## src/verilog/mipsPkg.sv

```systemverilog
`default_nettype none

package mipsPkg;

	////////////////////
	// Sizes
	////////////////////
	localparam int ImemWords   = 64;
	localparam int DmemWords   = 64;
	localparam int QueueDepth  = 8;
	localparam int LoadCredits = 4;
	localparam int ImemAw      = $clog2(ImemWords);
	localparam int DmemAw      = $clog2(DmemWords);
	localparam int QueueAw     = $clog2(QueueDepth);
	localparam int LoadCw      = $clog2(LoadCredits + 1);
	// Consumer may bank a long run of credits
	localparam int CreditW     = 8;

	////////////////////
	// Instruction fields
	////////////////////
	typedef enum logic [5:0] {
		Special = 6'b000000,
		J       = 6'b000001,
		Jal     = 6'b000011,
		Beq     = 6'b000100,
		Ori     = 6'b001101,
		Lui     = 6'b001111,
		Lw      = 6'b100011,
		Sw      = 6'b101011,
		Halt    = 6'b111110,
		Ras     = 6'b111111
	} opcodeE;

	typedef enum logic [5:0] {
		Add = 6'b100000,
		Sub = 6'b100010,
		Jr  = 6'b001000
	} funcE;

	////////////////////
	// Control encodings
	////////////////////
	typedef enum logic [1:0] {Rt = 2'd0, Rd = 2'd1, Ra = 2'd2} regDstE;

	typedef enum logic [2:0] {
		AluAdd = 3'd0,
		AluSub = 3'd1,
		AluOr  = 3'd2,
		AluRot = 3'd4
	} aluOpE;

	typedef enum logic [1:0] {WbAlu = 2'd0, WbMem = 2'd1, WbLink = 2'd2, WbLui = 2'd3} wbSelE;

	typedef enum logic [1:0] {NpcSeq = 2'd0, NpcJump = 2'd1, NpcBranch = 2'd2, NpcReg = 2'd3} npcOpE;

	typedef struct packed {
		regDstE regDst;
		logic   regWrite;
		logic   extSigned;
		logic   aluSrcImm;
		aluOpE  aluOp;
		logic   memWrite;
		wbSelE  wbSel;
		npcOpE  npcOp;
		logic   halt;
	} ctrlT;

	typedef struct packed {
		logic [ImemAw-1:0] addr;
		logic [31:0]       instr;
	} loadWordT;

	// One record per retired instruction
	typedef struct packed {
		logic [31:0] pc;
		logic [31:0] instr;
		logic        regWe;
		logic [4:0]  regNum;
		logic [31:0] regVal;
		logic        memWe;
		logic [31:0] memAddr;
		logic [31:0] memData;
	} traceT;

endpackage

`default_nettype wire

```

## src/verilog/progLoader.sv

```systemverilog
`timescale 1ns/1ps
`default_nettype none

module progLoader (
	input  logic                       clk,
	input  logic                       rst,
	input  logic                       loadValid,
	input  mipsPkg::loadWordT          loadWord,
	output logic                       loadCredit,
	output logic                       imemWe,
	output logic [mipsPkg::ImemAw-1:0] imemAddr,
	output logic [31:0]                imemData
);

	// Mirror of the sender's credit count
	logic [mipsPkg::LoadCw-1:0] senderCredits;

	////////////////////
	// Write strobe and credit return
	////////////////////
	always_ff @(posedge clk) begin
		if (rst) begin
			imemWe <= 1'b0;
			loadCredit <= 1'b0;
		end else begin
			imemWe <= loadValid;
			// Credit goes back once the word is in memory
			loadCredit <= imemWe;
		end
	end

	always_ff @(posedge clk) begin
		if (loadValid) begin
			imemAddr <= loadWord.addr;
			imemData <= loadWord.instr;
		end
	end

	always_ff @(posedge clk) begin
		if (rst) begin
			senderCredits <= mipsPkg::LoadCw'(mipsPkg::LoadCredits);
		end else if (loadValid && !loadCredit) begin
			senderCredits <= senderCredits - 1'b1;
		end else if (!loadValid && loadCredit) begin
			senderCredits <= senderCredits + 1'b1;
		end
	end

	// Sender must never spend a credit it does not hold
	loadCreditCheck: assert property (@(posedge clk) disable iff (rst)
		loadValid |-> senderCredits != '0)
		else $error("progLoader: load beat with no credit left");

endmodule

`default_nettype wire

```

## config.mk

```make
export PLATFORM = sky130hd
export DESIGN_NAME = progLoader
export DESIGN_NICKNAME = d
export VERILOG_FILES = /design/src/verilog/mipsPkg.sv /design/src/verilog/progLoader.sv
export SDC_FILE = /design/constraint.sdc
export NUM_CORES = 1
export LEC_CHECK = 0
export BUFFER_PORTS_ARGS = -buffer_cell sky130_fd_sc_hd__buf_2
export CAP_MARGIN = 15
export CORE_MARGIN = 1
export CORE_UTILIZATION = 43
export CTS_CLUSTER_DIAMETER = 150
export CTS_CLUSTER_SIZE = 25
export DETAILED_ROUTE_END_ITERATION = 10
export PLACE_DENSITY_LB_ADDON = 0.25
export SLEW_MARGIN = 20
export SYNTH_ARGS = -nofsm -noshare
export SYNTH_HDL_FRONTEND = slang
export SYNTH_SLANG_ARGS = --single-unit
```

## constraint.sdc

```tcl
create_clock -name clk -period 0.95 [get_ports clk]
set_clock_uncertainty 0.15 [all_clocks]
set_input_delay 0.0475 -clock clk [delete_from_list [all_inputs] [get_ports clk]]
set_output_delay 0.0475 -clock clk [all_outputs]
set_load 0.1 [all_outputs]
```

==> run metrics, run 1 <==
Num CTS Buffers 5; Synth area leaders edfxtp_1 96%, dfxtp_1 3.4%, nor2b_1 1.0%; clk buf depth 2; distinct cell type count after synthesis 3; Ports slightly above 80; hold_buf cts 39; clock root cell clkbuf_4; Seq cells post-synth 40; Initial Util 0.469; Syn Nets 83; Port Buffers 80; Final Wtd Congestion 0.657; htree depth 2; Die W 54.7 um; Err [ERROR DPL-0038] Utilization greater than 100%, impossible to legalize; Yosys Warn Count 0; clock sink count 40; Syn Area/Cell 28.4 um^2; sequential area share after synthesis 0.990; Mapped Area 1190 um^2; Core Rows 18; Synth Instances 42; Yosys top cell by area edfxtp_1; Synth top area share 0.956; # resized after CTS 0; number of post-CTS setup repair buffers 1; Halt Stage clock tree synthesis (4_1_cts); outcome did not finish; chip height between 50 and 60 um
[kinds of logic after synthesis]
family           count (synthesis)  synth area share
flip-flops                      40             0.990
AND/OR/NAND/NOR                  2            0.0105
[synth_stat cells]
cell      number
nor2b_1        2
dfxtp_1        2
edfxtp_1      38
[per-stage QoR]
stage	TNS, ns	area [um^2]	worst slack (ns)	cells
floorplan	-5.84	1200	-0.152	42
global placement	0	2270	0.148	154
detailed placement	0	2270	0.132	154
==> run 2: changes to the inputs <==
- CORE_AREA: unset -> 2 2 63 65
- CORE_MARGIN: 1 -> unset
- CORE_UTILIZATION: 43 -> unset
- CTS_CLUSTER_DIAMETER: 150 -> unset
- CTS_CLUSTER_SIZE: 25 -> unset
- DIE_AREA: unset -> 0 0 65 67
- PLACE_DENSITY_LB_ADDON: 0.25 -> 0.15
==> run metrics, run 2 <==
outcome complete, but fails checks; failing checks setup timing; Core Rows 22 (+4); leak pwr 1.16 nW; vias per inst approximately 4.1; clock root cell clkbuf_8; most frequent cells in the layout 42 x buf_12, 40 x buf_2, 39 x dlygate4sd3_1; CORE AREA 3610 um^2; critical path's slowest cell edfxtp_1; Synth top area share 0.956 (unchanged); critical path endpoint imemData[9]; FF-to-FF End loadCredit; synth cell count leaders 38 x edfxtp_1, 2 x dfxtp_1, 2 x nor2b_1; Primary FF master, synth edfxtp_1; sequential area share after synthesis 0.990 (unchanged); maxcap violations 0; CTS tree done; later-pin clock latency in the skew report 0.27 ns; Crit path max-delay family flip-flops; max-slew violation count 0; crit path max fanout 1; # diodes 0; Max Fclk 0.900 GHz; IR drop worst, VDD 0.00121 V; final period utilization 1.17; Yosys Warn Count 0 (unchanged); Largest Register imemData; RSZ-0062 raised after global routing yes; Worst-path clk slew 0.08 ns; Port Buffers 80 (unchanged); gr usage total 0.149; worst path cell trace buf_12; routed len/inst 13.8 um; Yosys top cell by area edfxtp_1; number of global-route vias before repair slightly below 1000; Crit. Startpoint imemData[9]; first drt pass iteration count 4; Power, Total 5.28 mW; Initial Util 0.331 (-0.138); clock sink count 40 (unchanged); initial antenna violation count 0; max incr delay on CP 0.44 ns; Routed Antenna Nets 0; Hold Path Class in2reg; htree depth 2 (unchanged); commonest non-fill, non-tap cell in the layout buf_12; Syn Area/Cell 28.4 um^2 (unchanged); via count 890; EDFF count, synth 38 (unchanged); Top Registers imemData x32, imemAddr x6; Ports 81 (unchanged); asr flop ratio synth 0 (unchanged); startpoint types register; Critical Path Stages 1; Synth area leaders edfxtp_1 96%, dfxtp_1 3.4%, nor2b_1 1.0%; Final nets 211; Seq cells post-synth 40 (unchanged); first-pass GRT wire length 4570 um; clk buf depth 2 (unchanged); Multi-input gate area approximately 13 um^2; Residual DRC 0; number of flip-flops in the largest register 32; final hold slack 0.0455 ns; Crit Reg-Reg Startpoint imemWe; number of post-CTS setup repair buffers 0 (-1); Final Wtd Congestion 0.665 (+1.1%); distinct cell type count after synthesis 3 (unchanged); Crit. End Element output pin; fill count 194; FF/Latch Area 1180 um^2; largest net degree at the start of global routing 24; die area 4360 um^2; Syn Nets 83 (unchanged); area grow syn2layout 134%; share of layout cells above drive strength 1 0.532; Tightest Pin Transition 0.141 ns; Worst Reg-to-Reg Cells 1; Mapped Area 1190 um^2 (unchanged); most used standard cell by instance count after synthesis edfxtp_1; crit path time final 1.11 ns; pwr/cell area 1890 nW/um^2; Die W 65 um (+19%); final worst slack -0.162 ns; Congestion Overflow GR 0; count of final hold-check violations 0; Synth Instances 42 (unchanged); WP data arrival 0.91 ns; Num CTS Buffers 5 (unchanged); Slew headroom 0.906; Starting DRT DRC Count 37; chip height 67 um (+23%); final WL 3030 um; critical path required time 0.75 ns; r2r setup slk approximately 0.24 ns; worst path bufs/invs 1; Setup CP Type reg2out; Final setup viols 40
[run 2: report_power, final]
group | leakage [nW] | total (mW) | switching [mW] | internal, mW
Combinational | 0.718 | 1.77 | 1.10 | 0.667
Sequential | 0.389 | 2.20 | 0.110 | 2.09
Clock | 0.0552 | 1.31 | 0.536 | 0.779
[run 2: through the flow]
| stage | area [um^2] | util | setup slack [ns] | cells | TNS (ns) |
|---|---|---|---|---|---|
| detailed placement | 2300 | 0.637 | 0.118 | 172 | 0 |
| global placement | 2300 | 0.637 | 0.137 | 172 | 0 |
| floorplan | 1200 | - | -0.152 | 42 | -5.84 |
| global route | 2800 | 0.775 | -0.202 | 219 | -6.80 |
| finish | 2800 | 0.775 | -0.162 | 219 | -5.35 |
| CTS | 2800 | 0.775 | -0.168 | 219 | -5.79 |
[run 2: worst min path at each step]
stage / cells past startpoint / start / endpoint / slack (ns)
2_1_floorplan: 1 / rst / imemWe / -0.04
3_3_place_gp: 2 / rst / loadCredit / 0.06
3_5_place_dp: 2 / rst / imemWe / 0.07
4_1_cts: 2 / loadValid / imemData[11] / 0.04
5_1_grt: 2 / loadValid / imemData[29] / 0.05
6_report: 2 / loadValid / imemData[29] / 0.05
[run 2: cell type report]
class | instances | area share
Multi-Input combinational cell | 2 | 0.00448
Timing Repair Buffer | 121 | 0.512
Clock inverter | 2 | 0.0125
Clock buffer | 6 | 0.0260
Sequential cell | 40 | 0.423
Tap cell | 48 | 0.0215
[run 2: cells by family after synthesis]
group and synth area share:
flip-flops 0.990, AND/OR/NAND/NOR 0.0105
[run 2: repair_timing]
item / 4_1_cts / 5_1_grt
hold buffers: 39 / 0
setup endpoints to repair: 40 / 40
gates resized for setup: 0 / 0
endpoints found under the hold margin: 40 / 0
[run 2: layer usage]
metal | GRT usage | wire length (um) | part of all wire
met1 | 0.137 | 1030 | 0.34
met2 | 0.286 | 1690 | 0.56
met3 | 0.0659 | 278 | 0.092
met4 | 0.0559 | 30 | 0.0099
met5 | 0 | 0 | 0
(Power assumes the default switching activity.)
