<file path="src/verilog/mipsPkg.sv">
`default_nettype none

package mipsPkg;

	////////////////////
	// Sizes
	////////////////////
	localparam int ImemWords   = 64;
	localparam int DmemWords   = 64;
	localparam int QueueDepth  = 8;
	localparam int LoadCredits = 4;
	localparam int ImemAw      = $clog2(ImemWords);
	localparam int DmemAw      = $clog2(DmemWords);
	localparam int QueueAw     = $clog2(QueueDepth);
	localparam int LoadCw      = $clog2(LoadCredits + 1);
	// Consumer may bank a long run of credits
	localparam int CreditW     = 8;

	////////////////////
	// Instruction fields
	////////////////////
	typedef enum logic [5:0] {
		Special = 6'b000000,
		J       = 6'b000001,
		Jal     = 6'b000011,
		Beq     = 6'b000100,
		Ori     = 6'b001101,
		Lui     = 6'b001111,
		Lw      = 6'b100011,
		Sw      = 6'b101011,
		Halt    = 6'b111110,
		Ras     = 6'b111111
	} opcodeE;

	typedef enum logic [5:0] {
		Add = 6'b100000,
		Sub = 6'b100010,
		Jr  = 6'b001000
	} funcE;

	////////////////////
	// Control encodings
	////////////////////
	typedef enum logic [1:0] {Rt = 2'd0, Rd = 2'd1, Ra = 2'd2} regDstE;

	typedef enum logic [2:0] {
		AluAdd = 3'd0,
		AluSub = 3'd1,
		AluOr  = 3'd2,
		AluRot = 3'd4
	} aluOpE;

	typedef enum logic [1:0] {WbAlu = 2'd0, WbMem = 2'd1, WbLink = 2'd2, WbLui = 2'd3} wbSelE;

	typedef enum logic [1:0] {NpcSeq = 2'd0, NpcJump = 2'd1, NpcBranch = 2'd2, NpcReg = 2'd3} npcOpE;

	typedef struct packed {
		regDstE regDst;
		logic   regWrite;
		logic   extSigned;
		logic   aluSrcImm;
		aluOpE  aluOp;
		logic   memWrite;
		wbSelE  wbSel;
		npcOpE  npcOp;
		logic   halt;
	} ctrlT;

	typedef struct packed {
		logic [ImemAw-1:0] addr;
		logic [31:0]       instr;
	} loadWordT;

	// One record per retired instruction
	typedef struct packed {
		logic [31:0] pc;
		logic [31:0] instr;
		logic        regWe;
		logic [4:0]  regNum;
		logic [31:0] regVal;
		logic        memWe;
		logic [31:0] memAddr;
		logic [31:0] memData;
	} traceT;

endpackage

`default_nettype wire

</file>
<file path="src/verilog/retireQueue.sv">
`timescale 1ns/1ps
`default_nettype none

module retireQueue (
	input  logic           clk,
	input  logic           rst,
	input  logic           recValid,
	input  mipsPkg::traceT rec,
	output logic           full,
	input  logic           traceCredit,
	output logic           traceValid,
	output mipsPkg::traceT traceData
);

	mipsPkg::traceT fifo [mipsPkg::QueueDepth];
	logic [mipsPkg::QueueAw-1:0] wrPtr;
	logic [mipsPkg::QueueAw-1:0] rdPtr;
	logic [mipsPkg::QueueAw:0] count;
	logic [mipsPkg::CreditW-1:0] credits;
	logic push;
	logic pop;

	assign push = recValid;
	assign pop = traceValid;
	assign full = count == (mipsPkg::QueueAw + 1)'(mipsPkg::QueueDepth);

	// Head leaves only with data and a credit in hand
	assign traceValid = count != '0 && credits != '0;
	assign traceData = fifo[rdPtr];

	////////////////////
	// FIFO storage
	////////////////////
	always_ff @(posedge clk) begin
		if (push) fifo[wrPtr] <= rec;
	end

	// Depth is a power of two so pointers wrap on their own
	always_ff @(posedge clk) begin
		if (rst) begin
			wrPtr <= '0;
			rdPtr <= '0;
			count <= '0;
		end else begin
			if (push) wrPtr <= wrPtr + 1'b1;
			if (pop) rdPtr <= rdPtr + 1'b1;
			if (push && !pop) count <= count + 1'b1;
			else if (!push && pop) count <= count - 1'b1;
		end
	end

	////////////////////
	// Consumer credits
	////////////////////
	always_ff @(posedge clk) begin
		if (rst) credits <= '0;
		else if (traceCredit && !pop) credits <= credits + 1'b1;
		else if (!traceCredit && pop) credits <= credits - 1'b1;
	end

	// Producer must hold off while every slot is taken
	noPushWhenFull: assert property (@(posedge clk) disable iff (rst) push |-> !full)
		else $error("retireQueue: record pushed into a full queue");

	creditNoWrap: assert property (@(posedge clk) disable iff (rst)
		traceCredit && !pop |-> credits != '1)
		else $error("retireQueue: consumer credit count overflow");

endmodule

`default_nettype wire

</file>
<file path="config.mk">
export PLATFORM = sky130hd
export DESIGN_NAME = retireQueue
export DESIGN_NICKNAME = d
export VERILOG_FILES = /design/src/verilog/mipsPkg.sv /design/src/verilog/retireQueue.sv
export SDC_FILE = /design/constraint.sdc
export NUM_CORES = 1
export LEC_CHECK = 0
export BUFFER_PORTS_ARGS = -buffer_cell sky130_fd_sc_hd__buf_2
export CAP_MARGIN = 20
export CORE_AREA = 2 2 324 326
export DETAILED_ROUTE_END_ITERATION = 8
export DIE_AREA = 0 0 326 328
export PLACE_DENSITY = 0.67
export SLEW_MARGIN = 20
export SYNTH_ARGS = -nofsm -noshare
export SYNTH_HDL_FRONTEND = slang
export SYNTH_SLANG_ARGS = --single-unit
</file>
<file path="constraint.sdc">
create_clock -name clk -period 34 [get_ports clk]
set_clock_uncertainty 0.15 [all_clocks]
set_input_delay 3.4 -clock clk [delete_from_list [all_inputs] [get_ports clk]]
set_output_delay 3.4 -clock clk [all_outputs]
set_load 0.01 [all_outputs]
</file>
==> summary.md <==
| Metric | Value |
|---|---|
| Status | `finished, final reports clean` |
| First-pass GRT wire length | `154,000 um` |
| Clock sink total | `1,357` |
| Async SR Flop Fraction | `0%` |
| Least-Margin Pin Slew | `1.03 ns` |
| Top delay family on crit path | `buffers and inverters` |
| Clk pin slew, worst setup/hold paths | `0.06 ns` |
| Final Routed Wirelength | `103,000 um` |
| H-tree levels | `4` |
| Cell Chain, Critical Path | `buf_4 -> buf_4 -> buf_16 -> buf_4 -> mux4_2 -> mux2_2 -> buf_2` |
| Arrival @ worst endpoint | `5.28 ns` |
| Final Cycle Share | `26.0%` |
| Number of global-route vias before repair | `24,600` |
| Mapped Nets | `2,248` |
| Most area-hungry cell type in the Yosys netlist | `edfxtp_1` |
| Clock power share | `33.5%` |
| Mapped Cells | `2,062` |
| Tot Pwr | `4.37 mW` |
| CTS tree | `built` |
| Total track usage | `19.4%` |
| Post-Syn Area | `51,300 um^2` |
| Pwr dens | `74.0 nW/um^2` |
| Longest Clk Path Bufs | `3` |
| CP max stage delay | `0.99 ns` |
| Clock period minus final worst setup slack | `8.83 ns` |
| Synth top area share | `78.2%` |
| Clk Tree Root Cell | `clkbuf_16` |
| Slew Limit Fails | `0` |
| Final Setup Violations | `0` |
| Cts repair resizes | `0` |
| Unrepaired setup endpoints after global routing | `false` |
| Grt ovf | `0` |
| End-of-flow core utilization | `57.2%` |
| Min-delay worst type | `flop to flop` |
| Final antenna-violating net count | `0` |
| Internal power | `3.24 mW` |
| Most frequent cell after synthesis | `edfxtp_1` |
| DRT Pass-1 Iters | `4` |
| Synth cell count leaders | `edfxtp_1 (1,336), mux4_2 (334), mux2_2 (167)` |
| Top cells by area, synth | `edfxtp_1 (78%), mux4_2 (15%), mux2_2 (3.7%)` |
| Sequential share of the synthesized area | `79.0%` |
| Number of synthesized flops with an enable pin | `1,336` |
| Cts hold-fix bufs | `0` |
| Yosys cell types | `35` |
| Worst Path Class, Setup | `flop to primary output` |
| Max Freq | `113 MHz` |
| Residual DRC count | `0` |
| Layout Nets | `2,668` |
| Per-cell routed wire length | `25.9 um` |
| CP Buf/Inv Count | `5` |
| Synthesis warning total | `0` |
| Number of buffers created by CTS | `138` |
| Net Sw Frac | `25.8%` |
| Starting density of the core | `49.7%` |
| Max Fanout on Critical Path | `50` |
| Sw power | `1.12 mW` |
| Clk_lat worst skew | `0.75 ns` |
| Via count | `22,900` |
| Combinational power share | `22.2%` |
| FF+latch count, synth | `1,357` |
| Largest net degree at the start of global routing | `147` |
| Initial antenna violation count | `24` |
| Most used DFF post-synth | `edfxtp_1` |
| Fill count | `7,357` |
| Most frequent CP cell | `buf_4` |
| Row cnt | `118` |
| Core area | `103,000 um^2` |
| Max Cap Viol | `0` |
| VDD IR-drop max | `0.0000666 V` |
| Ports | `340` |
| Hold Vio Cnt, Final | `0` |
| Mean Syn Cell Area | `24.9 um^2` |
| Layout cells sized above 1 | `41.7%` |
| Die area | `107,000 um^2` |
| HPWL Detailed | `54,500 um` |
| Sequential power share | `44.2%` |
| Relative slew margins | `31.4%` |
| Via density | `5.75` |
| Number of post-CTS setup repair buffers | `0` |
| Die height | `328 um` |
| Chip width | `326 um` |
| P&R area growth vs syn | `15.0%` |
| Worst setup EP type | `primary output` |
| 1st-iter DRT viols | `1,848` |
| P_leak | `18.8 nW` |
| Highest-delay cell along the critical path | `dfxtp_4` |
| Post-route setup TNS | `0 ns` |
| WP data required | `30.45 ns` |
| Crit path launch type | `flop` |
| Placer Congestion | `0.727` |
| Port-buffer cells | `339` |
## per-stage QoR
step / cells / hold slack (ns) / cell area, um^2 / setup slack, ns
after floorplan: 2062 / 0.316 / 51300 / 18.20
after global placement: 3720 / 0.332 / 54500 / 25.57
after detailed placement: 3720 / 0.360 / 54500 / 25.53
after CTS: 3969 / 0.368 / 58900 / 24.71
after global routing: 3973 / 0.408 / 59000 / 24.63
final: 3978 / 0.367 / 59000 / 25.17
## cells by family after synthesis
family,synth area share [%]
muxes,18.5
xor gates and xnor gates,0.188
AOI/OAI and AO/OA,0.251
buffers and inverters,1.20
adders and majority gates,0.395
DFF,79.0
and+or+nand+nor,0.449
## layer usage
metal  track usage, %  share of wire (%)  vias up
met2             31.6                 49      670
met4             6.17                2.3       34
li1                 -                  -     9706
met3             5.08                7.1      181
met5                0               0.21        -
met1             26.0                 41    12300
## final timing paths
check	startpoint	to	slack, ns	depth (start not counted)
setup / recovery	flop	traceData[116]	25.17	7
hold / removal	count[3]$_SDFFE_PP0P_	count[3]$_SDFFE_PP0P_	0.37	2
setup reg to reg	wrPtr[0]$_SDFFE_PP0P_	fifo[5][146]$_DFFE_PP_	30.49	5
hold reg to reg	count[3]$_SDFFE_PP0P_	count[3]$_SDFFE_PP0P_	0.37	2
## registers in the layout, summed over array words and instances (netlist names), named ones only
register / count
wrPtr: 3
rdPtr: 3
fifo: 1336
count: 4
credits: 8
## tightest hold or removal path, delay by kind of cell, from the launching register on
family          cells  cell delay, ns
flops               1            0.33
compound gates      2            0.14
## cells in the final DEF (no fill, tap or decap), types with 3 or more instances in the layout
cell type / synthesis / layout
a21o_1: 3 / 3
a21oi_1: 8 / 8
buf_12: 0 / 7
buf_2: 19 / 339
buf_4: 0 / 28
bufinv_16: 0 / 11
clkbuf_1: 38 / 33
clkbuf_16: 0 / 140
clkbuf_8: 0 / 3
clkinv_1: 0 / 24
clkinv_2: 0 / 23
clkinvlp_4: 0 / 3
dfxtp_1: 21 / 18
dfxtp_4: 0 / 3
diode_2: 0 / 7
edfxtp_1: 1336 / 1336
ha_1: 13 / 13
inv_1: 3 / 3
inv_16: 0 / 4
inv_6: 0 / 5
mux2_2: 167 / 167
mux2i_1: 7 / 7
mux4_2: 334 / 334
nand2_1: 7 / 7
nand2b_1: 3 / 3
nor2_1: 28 / 22
nor2_4: 0 / 6
nor4_1: 4 / 4
o21ai_0: 3 / 3
xnor2_1: 6 / 6
xor2_1: 5 / 5
## cell type report
cell class | instances | area (um^2) | area share [%]
repair buffers | 376 | 2090 | 3.54
diodes | 7 | 17.5 | 0.0297
clock inverters | 73 | 744 | 1.26
inverters | 3 | 11.3 | 0.0191
multi-input cells | 606 | 10200 | 17.3
flip-flops and latches | 1357 | 40600 | 68.7
clock buffers | 176 | 3670 | 6.22
well taps | 1380 | 1730 | 2.93
## power groups by stage
stage | combinational [mW] | clock (mW) | sequential [mW]
5_1_grt | 1.05 | 1.56 | 1.94
4_1_cts | 0.984 | 1.50 | 1.93
3_3_place_gp | 0.963 | 0 | 1.96
3_5_place_dp | 0.979 | 0 | 1.97
6_report | 0.970 | 1.46 | 1.93
2_1_floorplan | 0.729 | 0 | 1.95
Note: power is estimated with default switching activity, not from simulation.
